### src/rtl/cache_pkg.sv
`default_nettype none

package cache_pkg;

  localparam int ADDR_WIDTH     = 32;
  localparam int WORD_WIDTH     = 32;
  localparam int BE_WIDTH       = WORD_WIDTH / 8;
  localparam int LINE_WORDS     = 4;                   // also beats per burst
  localparam int LINE_WIDTH     = LINE_WORDS * WORD_WIDTH;
  localparam int NUM_SETS       = 64;
  localparam int NUM_WAYS       = 4;
  localparam int OFFSET_WIDTH   = $clog2(LINE_WIDTH / 8);
  localparam int INDEX_WIDTH    = $clog2(NUM_SETS);
  localparam int TAG_WIDTH      = ADDR_WIDTH - INDEX_WIDTH - OFFSET_WIDTH;
  localparam int WORD_SEL_WIDTH = $clog2(LINE_WORDS);

  localparam logic [10:0] LFSR_SEED = 11'd101;

  typedef logic [ADDR_WIDTH-1:0]       addr_t;
  typedef logic [WORD_WIDTH-1:0]       word_t;
  typedef logic [BE_WIDTH-1:0]         be_t;
  typedef logic [LINE_WIDTH-1:0]       line_t;  // word 0 in the low bits
  typedef logic [TAG_WIDTH-1:0]        tag_t;
  typedef logic [INDEX_WIDTH-1:0]      index_t;
  typedef logic [$clog2(NUM_WAYS)-1:0] way_t;

  typedef struct packed {
    logic valid;
    logic dirty;
    tag_t tag;
  } tag_entry_t;

endpackage

`default_nettype wire

### src/rtl/mem_burst_ctrl.sv
`timescale 1ns/1ns
`default_nettype none

module mem_burst_ctrl import cache_pkg::*; (
  input  logic  clock,
  input  logic  reset_n,
  input  logic  start_wb,
  input  logic  start_fill,
  input  addr_t line_addr,
  input  line_t wb_line,
  input  logic  mem_waitrequest,
  input  logic  mem_rd_valid,
  input  word_t mem_rd_data,
  output logic  done,
  output line_t fill_line,
  output addr_t mem_addr,
  output logic  mem_rd,
  output logic  mem_wr,
  output word_t mem_wr_data
);

  logic [WORD_SEL_WIDTH-1:0] beat;
  logic [WORD_SEL_WIDTH-1:0] next_beat;
  logic                      filling;
  logic                      wr_accept;
  logic                      rd_beat;
  logic                      last_beat;
  line_t                     wb_buf;

  assign next_beat = beat + 1'b1;
  assign wr_accept = mem_wr & ~mem_waitrequest;
  assign rd_beat   = filling & mem_rd_valid;
  assign last_beat = (beat == WORD_SEL_WIDTH'(LINE_WORDS - 1));

  always_ff @(posedge clock or negedge reset_n) begin
    if (!reset_n) begin
      mem_rd      <= 1'b0;
      mem_wr      <= 1'b0;
      mem_addr    <= '0;
      mem_wr_data <= '0;
      filling     <= 1'b0;
      beat        <= '0;
      done        <= 1'b0;
    end else begin
      done <= 1'b0;
      if (start_wb) begin
        mem_addr    <= line_addr;
        mem_wr      <= 1'b1;
        mem_wr_data <= wb_line[0 +: WORD_WIDTH];  // word 0 first
        beat        <= '0;
      end else if (start_fill) begin
        mem_addr <= line_addr;
        mem_rd   <= 1'b1;
        filling  <= 1'b1;
        beat     <= '0;
      end else begin
        if (mem_rd && !mem_waitrequest) begin
          mem_rd <= 1'b0;  // request taken, beats follow
        end
        if (wr_accept) begin
          beat        <= next_beat;
          mem_wr_data <= wb_buf[next_beat*WORD_WIDTH +: WORD_WIDTH];
          if (last_beat) begin
            mem_wr <= 1'b0;
            done   <= 1'b1;
          end
        end
        if (rd_beat) begin
          beat <= next_beat;
          if (last_beat) begin
            filling <= 1'b0;
            done    <= 1'b1;
          end
        end
      end
    end
  end

  // victim copy for the rest of the write burst
  always_ff @(posedge clock) begin
    if (start_wb) begin
      wb_buf <= wb_line;
    end
  end

  // fill buffer, filled in beat order from the line base
  always_ff @(posedge clock) begin
    if (rd_beat) begin
      fill_line[beat*WORD_WIDTH +: WORD_WIDTH] <= mem_rd_data;
    end
  end

endmodule

`default_nettype wire

### config.mk
export PLATFORM = sky130hd
export DESIGN_NAME = mem_burst_ctrl
export DESIGN_NICKNAME = d
export VERILOG_FILES = /design/src/rtl/cache_pkg.sv /design/src/rtl/mem_burst_ctrl.sv
export SDC_FILE = /design/constraint.sdc
export NUM_CORES = 1
export LEC_CHECK = 0
export ABC_CLOCK_PERIOD_IN_PS = 2800
export BUFFER_PORTS_ARGS = -buffer_cell sky130_fd_sc_hd__buf_2
export CAP_MARGIN = 20
export CORE_ASPECT_RATIO = 1.75
export CORE_MARGIN = 5
export CORE_UTILIZATION = 40
export CTS_CLUSTER_DIAMETER = 60
export CTS_CLUSTER_SIZE = 28
export DETAILED_ROUTE_END_ITERATION = 10
export HOLD_SLACK_MARGIN = 0.12
export MAX_ROUTING_LAYER = met4
export PLACE_DENSITY = 0.68
export SLEW_MARGIN = 20
export SYNTH_ARGS = -nofsm -noshare
export SYNTH_HDL_FRONTEND = slang
export SYNTH_SLANG_ARGS = --single-unit
### constraint.sdc
create_clock -name clock -period 2.8 [get_ports clock]
set_clock_uncertainty 0.2 [all_clocks]
set_input_delay 0.56 -clock clock [delete_from_list [all_inputs] [get_ports clock]]
set_output_delay 0.56 -clock clock [all_outputs]
set_load 0.02 [all_outputs]
==> results of run 1 <==
timing repair:
| action | CTS | global route |
|---|---|---|
| gates resized for setup | 0 | 0 |
| hold endpoints to repair | 199 | 0 |
| hold buffers | 163 | 0 |
cells by family after synthesis:
group                    Yosys count  share of synthesized area (%)
flip-flops                       326                           76.8
AND/OR/NAND/NOR                  186                           9.37
multiplexers                      64                           8.79
AO/OA/AOI/OAI                     39                           2.94
buffers and inverters             37                           1.53
adder cells (fa/ha/maj)            6                          0.610
power breakdown:
part           internal, W  leakage, nW  switching (W)  total [W]
clock              0.00117        0.242        0.00152    0.00269
sequential         0.00555         3.33       0.000122    0.00567
combinational     0.000593         3.35       0.000656    0.00125
final cells by class:
type,count,share of cell area (%)
sequential,326,55.9
timing repair buffer,568,22.1
multi-input combinational,295,16.1
clock buffer,23,2.65
clock inverter,5,0.274
tap,391,2.90
inverter,3,0.0667
antenna,3,0.0444
metal layers:
layer | wire length [um] | share of wire [%]
met5 | 0 | 0
met4 | 1620 | 4.9
met3 | 1900 | 5.8
met2 | 17900 | 54
met1 | 11500 | 35
worst max-delay path: cells and delay by family, from the launching register on:
kind                     cells  cell delay [ns]
adder cells (fa/ha/maj)      1             0.41
AO/OA/AOI/OAI                1             0.34
multiplexers                 1             0.39
flip-flops                   1             0.37
buffers and inverters        2             0.56
sequential cells by signal, indices dropped and copies added, names as in the netlist:
name	flops
done	1
mem_addr	32
mem_wr	1
fill_line	128
beat	2
filling	1
mem_rd	1
wb_buf	128
mem_wr_data	32
through the flow:
stage                     hold WS, ns  instance area, um2  worst slack [ns]
after global routing            0.141               16900             0.276
after global placement          0.270               14800             0.419
final                           0.155               16900             0.374
after CTS                       0.127               16900             0.285
after detailed placement        0.291               14800             0.326
after floorplan                0.0644               12300             0.268
cell usage in the layout (no fill, tap or decap), types with 3 or more instances in the layout:
cell,instances
sky130_fd_sc_hd__a221o_1,32
sky130_fd_sc_hd__and2_1,159
sky130_fd_sc_hd__and3_2,4
sky130_fd_sc_hd__buf_12,3
sky130_fd_sc_hd__buf_2,390
sky130_fd_sc_hd__buf_4,11
sky130_fd_sc_hd__clkbuf_1,6
sky130_fd_sc_hd__clkbuf_16,17
sky130_fd_sc_hd__dfrtp_1,69
sky130_fd_sc_hd__diode_2,3
sky130_fd_sc_hd__dlygate4sd3_1,163
sky130_fd_sc_hd__edfxtp_1,256
sky130_fd_sc_hd__ha_1,5
sky130_fd_sc_hd__inv_1,3
sky130_fd_sc_hd__mux2_2,32
sky130_fd_sc_hd__mux4_2,32
sky130_fd_sc_hd__nand2_1,5
sky130_fd_sc_hd__nor2_1,3
sky130_fd_sc_hd__nor3_1,3
worst min path at each step:
| stage | startpoint | endpoint | slack, ns | depth (start not counted) |
|---|---|---|---|---|
| global route | mem_rd_data[0] | fill_line[96]$_DFFE_PP_ | 0.14 | 2 |
| global placement | mem_wr$_DFFE_PN0P_ | mem_wr$_DFFE_PN0P_ | 0.27 | 1 |
| CTS | mem_rd_data[12] | fill_line[76]$_DFFE_PP_ | 0.13 | 2 |
| detailed placement | mem_addr[19]$_DFFE_PN0P_ | mem_addr[19]$_DFFE_PN0P_ | 0.29 | 1 |
| floorplan | reset_n | beat[0]$_DFFE_PN0P_ | 0.06 | 0 |
| finish | mem_rd_data[24] | fill_line[24]$_DFFE_PP_ | 0.15 | 2 |
==> metrics.txt, run 1 <==
# TYPE chip_impl_metric gauge
chip_impl_info{name="run_status",value="finished clean"} 1
chip_impl_info{name="cp-endpoint",value="mem_wr_data[2]$_DFFE_PN0P_"} 1
chip_impl_metric{name="dr.pass1.iters",unit=""} 4
chip_impl_metric{name="global_route.overflow_total",unit=""} 0
chip_impl_metric{name="layout.filler_cells",unit=""} 2389
chip_impl_metric{name="ys_warn_count",unit=""} 0
chip_impl_metric{name="global_route.usage.met2",unit="%"} 34.6
chip_impl_info{name="worstSetupPathType",value="register to register"} 1
chip_impl_info{name="globalRoute.busiestLayer",value="met2"} 1
chip_impl_metric{name="finalSetupViolCount",unit=""} 0
chip_impl_metric{name="synth_top_area_share",unit="%"} 62.5
chip_impl_metric{name="antenna_left",unit=""} 0
chip_impl_metric{name="area_used_by_multi_input_combinational_logic",unit="um2"} 2710
chip_impl_metric{name="number_of_enable_type_register_cells_in_the_synthesized_netlist",unit=""} 256
chip_impl_info{name="crit_chain",value="inv_1 -> ha_2 -> buf_4 -> mux4_2 -> a221o_1"} 1
chip_impl_metric{name="final_core_utilization",unit="%"} 55.2
chip_impl_metric{name="synth.yosys.seq_area_share",unit="%"} 76.8
chip_impl_info{name="worstReg2RegEnd",value="mem_wr_data[2]$_DFFE_PN0P_"} 1
chip_impl_metric{name="max_freq",unit="GHz"} 0.412
chip_impl_info{name="cts_root_buffer",value="sky130_fd_sc_hd__clkbuf_16"} 1
chip_impl_metric{name="tritoncts_num_sinks",unit=""} 326
chip_impl_metric{name="wl_per_cell",unit="um"} 20.4
chip_impl_metric{name="die_x",unit="um"} 143
chip_impl_metric{name="grt_use_met1",unit="%"} 21.0
chip_impl_metric{name="timing_worst_slew_pin_value",unit="ns"} 0.865
chip_impl_metric{name="fin_crit_sh",unit="%"} 86.7
chip_impl_metric{name="num_vias",unit=""} 7878
chip_impl_metric{name="die_h",unit="um"} 242
chip_impl_metric{name="crit_required",unit="ns"} 3.00
chip_impl_metric{name="buffer_count_from_post_cts_setup_fixing",unit=""} 0
chip_impl_metric{name="syn_area",unit="um2"} 12300
chip_impl_info{name="synth.largest_area_cell",value="sky130_fd_sc_hd__edfxtp_1"} 1
chip_impl_info{name="grt_setup_unrepaired",value="false"} 1
chip_impl_info{name="crit_path_end_kind",value="register"} 1
chip_impl_metric{name="finalNonFillerCells",unit=""} 1614
chip_impl_metric{name="timing.slew.headroom",unit="%"} 42.3
chip_impl_metric{name="grt_util_all_layers",unit="%"} 19.4
chip_impl_metric{name="layout.area.seq",unit="um2"} 9440
chip_impl_metric{name="max_fo_critical_path",unit=""} 32
chip_impl_metric{name="max-cap-violations",unit=""} 0
chip_impl_info{name="synth.top_cells.by_count",value="sky130_fd_sc_hd__edfxtp_1 (256), sky130_fd_sc_hd__and2_1 (159), sky130_fd_sc_hd__dfrtp_1 (70)"} 1
chip_impl_metric{name="initial_core_util",unit="%"} 40.1
chip_impl_metric{name="clk-insertion-delay-late",unit="ns"} 0.51
chip_impl_metric{name="crit_path_max_incr_delay",unit="ns"} 0.45
chip_impl_info{name="holdCritPathClass",value="input pin to register"} 1
chip_impl_metric{name="core",unit="um2"} 30600
chip_impl_metric{name="static-leakage-power",unit="nW"} 6.92
chip_impl_metric{name="synth_seq_cells",unit=""} 326
chip_impl_info{name="netlist_top_cells_area",value="sky130_fd_sc_hd__edfxtp_1 (63%), sky130_fd_sc_hd__dfrtp_1 (14%), sky130_fd_sc_hd__and2_1 (8.1%), sky130_fd_sc_hd__mux4_2 (5.9%), sky130_fd_sc_hd__mux2_2 (2.9%)"} 1
chip_impl_metric{name="route.detailed.drc",unit=""} 0
chip_impl_info{name="ys_dominant_reg_cell",value="sky130_fd_sc_hd__edfxtp_1"} 1
chip_impl_metric{name="die_area",unit="um2"} 34500
chip_impl_metric{name="via_count_of_the_first_global_routing_pass",unit=""} 8718
chip_impl_metric{name="fin_setup_tns",unit="ns"} 0
chip_impl_metric{name="wire_length_of_the_first_global_routing_pass",unit="um"} 50000
chip_impl_metric{name="area_growth_syn_to_layout",unit="%"} 37.4
chip_impl_metric{name="viasPerCell",unit=""} 4.88
chip_impl_metric{name="synthArstFlopShare",unit="%"} 21.5
chip_impl_info{name="critical_path.reg2reg.startpoint",value="beat[0]$_DFFE_PN0P_"} 1
chip_impl_metric{name="cts_htree_levels",unit=""} 1
chip_impl_metric{name="timing.final.crit_period",unit="ns"} 2.43
chip_impl_metric{name="largest_net_degree_at_the_start_of_global_routing",unit=""} 161
chip_impl_metric{name="post-dp-hpwl",unit="um"} 21500
chip_impl_metric{name="grt_use_met3",unit="%"} 2.86
chip_impl_metric{name="pwr_density_cell",unit="nW/um2"} 569
chip_impl_info{name="setup.worst_path.start",value="beat[0]$_DFFE_PN0P_"} 1
chip_impl_metric{name="place.port_buffers",unit=""} 392
chip_impl_metric{name="placedCellCount",unit=""} 1420
chip_impl_info{name="crit_path_top_delay_cell",value="sky130_fd_sc_hd__buf_4"} 1
chip_impl_metric{name="gp_congestion",unit=""} 0.817
chip_impl_metric{name="syn_inst",unit=""} 658
chip_impl_metric{name="vdd_drop_max",unit="uV"} 672
chip_impl_metric{name="ys_types",unit=""} 29
chip_impl_metric{name="grt_antenna_before_repair",unit=""} 3
chip_impl_metric{name="cts_buffers",unit=""} 16
chip_impl_info{name="nature_of_the_critical_path_startpoint",value="register"} 1
chip_impl_metric{name="ff2ff_path_depth",unit=""} 5
chip_impl_metric{name="top_level_ports",unit=""} 393
chip_impl_info{name="yosysMostFrequentCell",value="sky130_fd_sc_hd__edfxtp_1"} 1
chip_impl_metric{name="drv_slew",unit=""} 0
chip_impl_metric{name="drt_iter0_markers",unit=""} 377
chip_impl_metric{name="row_count",unit=""} 85
chip_impl_metric{name="cts-root-to-sink-buffers",unit=""} 3
chip_impl_info{name="tritoncts_clock_tree",value="built"} 1
chip_impl_metric{name="total_power",unit="W"} 0.00960
chip_impl_metric{name="worst_ep_arrival_time",unit="ns"} 2.62
chip_impl_metric{name="hold_vio_cnt_final",unit=""} 0
chip_impl_metric{name="fraction_of_layout_instances_using_a_drive_strength_above_1",unit="%"} 41.4
chip_impl_metric{name="mappedNetlistNets",unit=""} 862
chip_impl_metric{name="routed_wirelength",unit="um"} 32900
chip_impl_metric{name="timing.reg2reg.setup_slack",unit="ns"} 0.37
chip_impl_metric{name="nets",unit=""} 1414
chip_impl_metric{name="postSynthAreaPerCell",unit="um2"} 18.7
chip_impl_metric{name="clkSlewWorstSetupHoldPaths",unit="ns"} 0.11
(Power assumes the default switching activity.)
==> run 2, diff against run 1 <==
CORE_MARGIN = 2   (was 5)
RECOVER_POWER = 100   (was not set)
==> run 2 against run 1 <==
Effect of this change:
- the run now ends with capacitance limit, slew limit left
- routed wire length down 4.2%
- register-to-register slack about the same
- clock power up 2%
- clock-buffer cell count unchanged
- worst hold slack worse by 0.0084 ns
- critical path depth down 1
- final area down 1.9%
- setup slack worse by 0.012 ns
- power about the same
- largest cell class unchanged
==> metrics.txt, run 2 (synthesis gave the netlist of run 1 again) <==
# TYPE chip_impl_metric gauge
chip_impl_metric{name="layout.filler_cells",unit=""} 2523
chip_impl_metric{name="via_count_of_the_first_global_routing_pass",unit=""} 8312
chip_impl_metric{name="clk-insertion-delay-late",unit="ns"} 0.52
chip_impl_metric{name="initial_core_util",unit="%"} 40.3
chip_impl_metric{name="die_area",unit="um2"} 32200
chip_impl_metric{name="total_power",unit="W"} 0.00960
chip_impl_metric{name="row_count",unit=""} 85
chip_impl_metric{name="cts-root-to-sink-buffers",unit=""} 3
chip_impl_metric{name="worst_ep_arrival_time",unit="ns"} 2.37
chip_impl_info{name="critical_path.reg2reg.startpoint",value="beat[0]$_DFFE_PN0P_"} 1
chip_impl_metric{name="pwr_density_cell",unit="nW/um2"} 579
chip_impl_metric{name="routed_wirelength",unit="um"} 31500
chip_impl_metric{name="grt_use_met3",unit="%"} 2.49
chip_impl_metric{name="post-route-cell-area",unit="um2"} 16600
chip_impl_info{name="globalRoute.busiestLayer",value="met2"} 1
chip_impl_metric{name="max-cap-violations",unit=""} 1
chip_impl_info{name="grt_setup_unrepaired",value="false"} 1
chip_impl_info{name="worstReg2RegEnd",value="fill_line[101]$_DFFE_PP_"} 1
chip_impl_metric{name="grt_use_met1",unit="%"} 21.9
chip_impl_metric{name="crit_required",unit="ns"} 2.73
chip_impl_info{name="biggestRegsByFlops",value="fill_line (128), wb_buf (128)"} 1
chip_impl_metric{name="die_x",unit="um"} 137
chip_impl_metric{name="hold_path_depth",unit=""} 2
chip_impl_metric{name="finalNonFillerCells",unit=""} 1614
chip_impl_metric{name="timing.reg2reg.setup_slack",unit="ns"} 0.36
chip_impl_metric{name="static-leakage-power",unit="nW"} 6.19
chip_impl_metric{name="ff2ff_path_depth",unit=""} 4
chip_impl_metric{name="drt_iter0_markers",unit=""} 342
chip_impl_metric{name="cts_htree_levels",unit=""} 1
chip_impl_metric{name="nets",unit=""} 1417
chip_impl_info{name="layout_common_cells",value="sky130_fd_sc_hd__edfxtp_1 (256), sky130_fd_sc_hd__clkbuf_1 (242), sky130_fd_sc_hd__dlygate4sd3_1 (162)"} 1
chip_impl_metric{name="core",unit="um2"} 30500
chip_impl_metric{name="clkSlewWorstSetupHoldPaths",unit="ns"} 0.10
chip_impl_metric{name="die_h",unit="um"} 236
chip_impl_metric{name="place.port_buffers",unit=""} 392
chip_impl_metric{name="fin_setup_tns",unit="ns"} 0
chip_impl_metric{name="timing.final.crit_period",unit="ns"} 2.44
chip_impl_metric{name="top_level_ports",unit=""} 393
chip_impl_metric{name="grt_antenna_before_repair",unit=""} 1
chip_impl_info{name="cts_root_buffer",value="sky130_fd_sc_hd__clkbuf_16"} 1
chip_impl_info{name="hold_start",value="mem_rd_data[9]"} 1
chip_impl_metric{name="max_fo_critical_path",unit=""} 40
chip_impl_metric{name="timing.slew.headroom",unit="%"} -2.87
chip_impl_metric{name="cts_buffers",unit=""} 16
chip_impl_metric{name="viasPerCell",unit=""} 4.84
chip_impl_info{name="crit_path_end_kind",value="register"} 1
chip_impl_metric{name="route.detailed.drc",unit=""} 0
chip_impl_metric{name="post-dp-hpwl",unit="um"} 20100
chip_impl_info{name="tritoncts_clock_tree",value="built"} 1
chip_impl_metric{name="hold_vio_cnt_final",unit=""} 0
chip_impl_metric{name="max_freq",unit="GHz"} 0.410
chip_impl_metric{name="dr.pass1.iters",unit=""} 4
chip_impl_metric{name="post-place-ws",unit="ns"} 0.454
chip_impl_metric{name="placed_cell_area",unit="um2"} 14800
chip_impl_metric{name="fraction_of_layout_instances_using_a_drive_strength_above_1",unit="%"} 21.8
chip_impl_metric{name="vdd_drop_max",unit="uV"} 621
chip_impl_metric{name="grt_util_all_layers",unit="%"} 20.0
chip_impl_metric{name="finalSetupViolCount",unit=""} 0
chip_impl_metric{name="timing_worst_slew_pin_value",unit="ns"} 1.54
chip_impl_metric{name="tritoncts_num_sinks",unit=""} 326
chip_impl_metric{name="largest_net_degree_at_the_start_of_global_routing",unit=""} 71
chip_impl_metric{name="wire_length_of_the_first_global_routing_pass",unit="um"} 47200
chip_impl_metric{name="area_growth_syn_to_layout",unit="%"} 34.7
chip_impl_metric{name="global_route.overflow_total",unit=""} 0
chip_impl_info{name="violations_in_the_final_reports",value="capacitance limit, slew limit"} 1
chip_impl_metric{name="gp_congestion",unit=""} 0.780
chip_impl_info{name="mostFrequentLayoutCell",value="sky130_fd_sc_hd__edfxtp_1"} 1
chip_impl_info{name="min_to",value="fill_line[73]$_DFFE_PP_"} 1
chip_impl_info{name="worstSetupPathType",value="register to register"} 1
chip_impl_metric{name="drv_slew",unit=""} 58
chip_impl_info{name="holdCritPathClass",value="input pin to register"} 1
chip_impl_metric{name="fin_crit_sh",unit="%"} 87.1
chip_impl_info{name="run_status",value="finished, violations left"} 1
chip_impl_metric{name="placedCellCount",unit=""} 1424
chip_impl_metric{name="final.setup.worst_slack",unit="ns"} 0.362
chip_impl_metric{name="wl_per_cell",unit="um"} 19.5
chip_impl_metric{name="num_vias",unit=""} 7811
chip_impl_metric{name="global_route.usage.met2",unit="%"} 36.2
chip_impl_info{name="nature_of_the_critical_path_startpoint",value="register"} 1
chip_impl_metric{name="antenna_left",unit=""} 0
run 2: cell count changes in the layout (fill, tap and decap cells not counted), sizes merged:
| cell | before | now |
|---|---|---|
| clkbuf | 23 | 272 |
| buf | 405 | 160 |
| diode | 3 | 1 |
| clkinv | 2 | 1 |
| dlygate4sd3 | 163 | 162 |
run 2: through the flow:
step	util, %	hold slack, ns
2_1_floorplan	-	0.0644
3_3_place_gp	48.4	0.275
3_5_place_dp	48.4	0.284
4_1_cts	55.5	0.121
5_1_grt	54.3	0.135
6_report	54.3	0.146
run 2: power breakdown:
group | switching (W) | total, W | internal (W)
combinational | 0.000650 | 0.00119 | 0.000537
clock | 0.00151 | 0.00274 | 0.00123
sequential | 0.000122 | 0.00567 | 0.00555
total | 0.00228 | 0.00960 | 0.00732
run 2: repair_timing:
| action | CTS | global route |
|---|---|---|
| resized for setup | 0 | 0 |
| endpoints found under the hold margin | 216 | 0 |
| hold buffers | 162 | 0 |
| buffers inserted | 0 | 0 |
run 2: critical path, cell delays in order, from the launching register on:
cell and delay (ns):
sky130_fd_sc_hd__dfrtp_2 0.40, sky130_fd_sc_hd__buf_12 0.30, sky130_fd_sc_hd__ha_1 0.19, sky130_fd_sc_hd__and3_2 0.18, sky130_fd_sc_hd__clkbuf_2 0.75
run 2: how the worst max path moves through the flow:
stage	end	cells after the start	startpoint	slack, ns
global route	mem_wr_data[5]$_DFFE_PN0P_	3	reset_n	0.17
floorplan	mem_wr_data[0]$_DFFE_PN0P_	7	beat[0]$_DFFE_PN0P_	0.27
finish	fill_line[101]$_DFFE_PP_	4	beat[0]$_DFFE_PN0P_	0.36
detailed placement	fill_line[4]$_DFFE_PP_	4	beat[0]$_DFFE_PN0P_	0.45
CTS	fill_line[15]$_DFFE_PP_	4	beat[0]$_DFFE_PN0P_	0.43
global placement	fill_line[16]$_DFFE_PP_	4	beat[0]$_DFFE_PN0P_	0.51
run 2: layout make-up:
| cell class | instances | area [um2] | area share (%) |
|---|---|---|---|
| Clock inverter | 4 | 42.5 | 0.257 |
| Antenna cell | 1 | 2.50 | 0.0151 |
| Multi-Input combinational cell | 295 | 2700 | 16.3 |
| Clock buffer | 23 | 478 | 2.88 |
| Sequential cell | 326 | 9440 | 57.0 |
| Tap cell | 391 | 489 | 2.95 |
| Inverter | 3 | 11.3 | 0.0680 |
| Timing Repair Buffer | 571 | 3410 | 20.6 |
run 2: per-layer routing:
layer,share of wire (%),up-vias
met2,54,347
met4,4.1,0
met5,0,-
met3,5.5,74
li1,-,3574
met1,36,3816
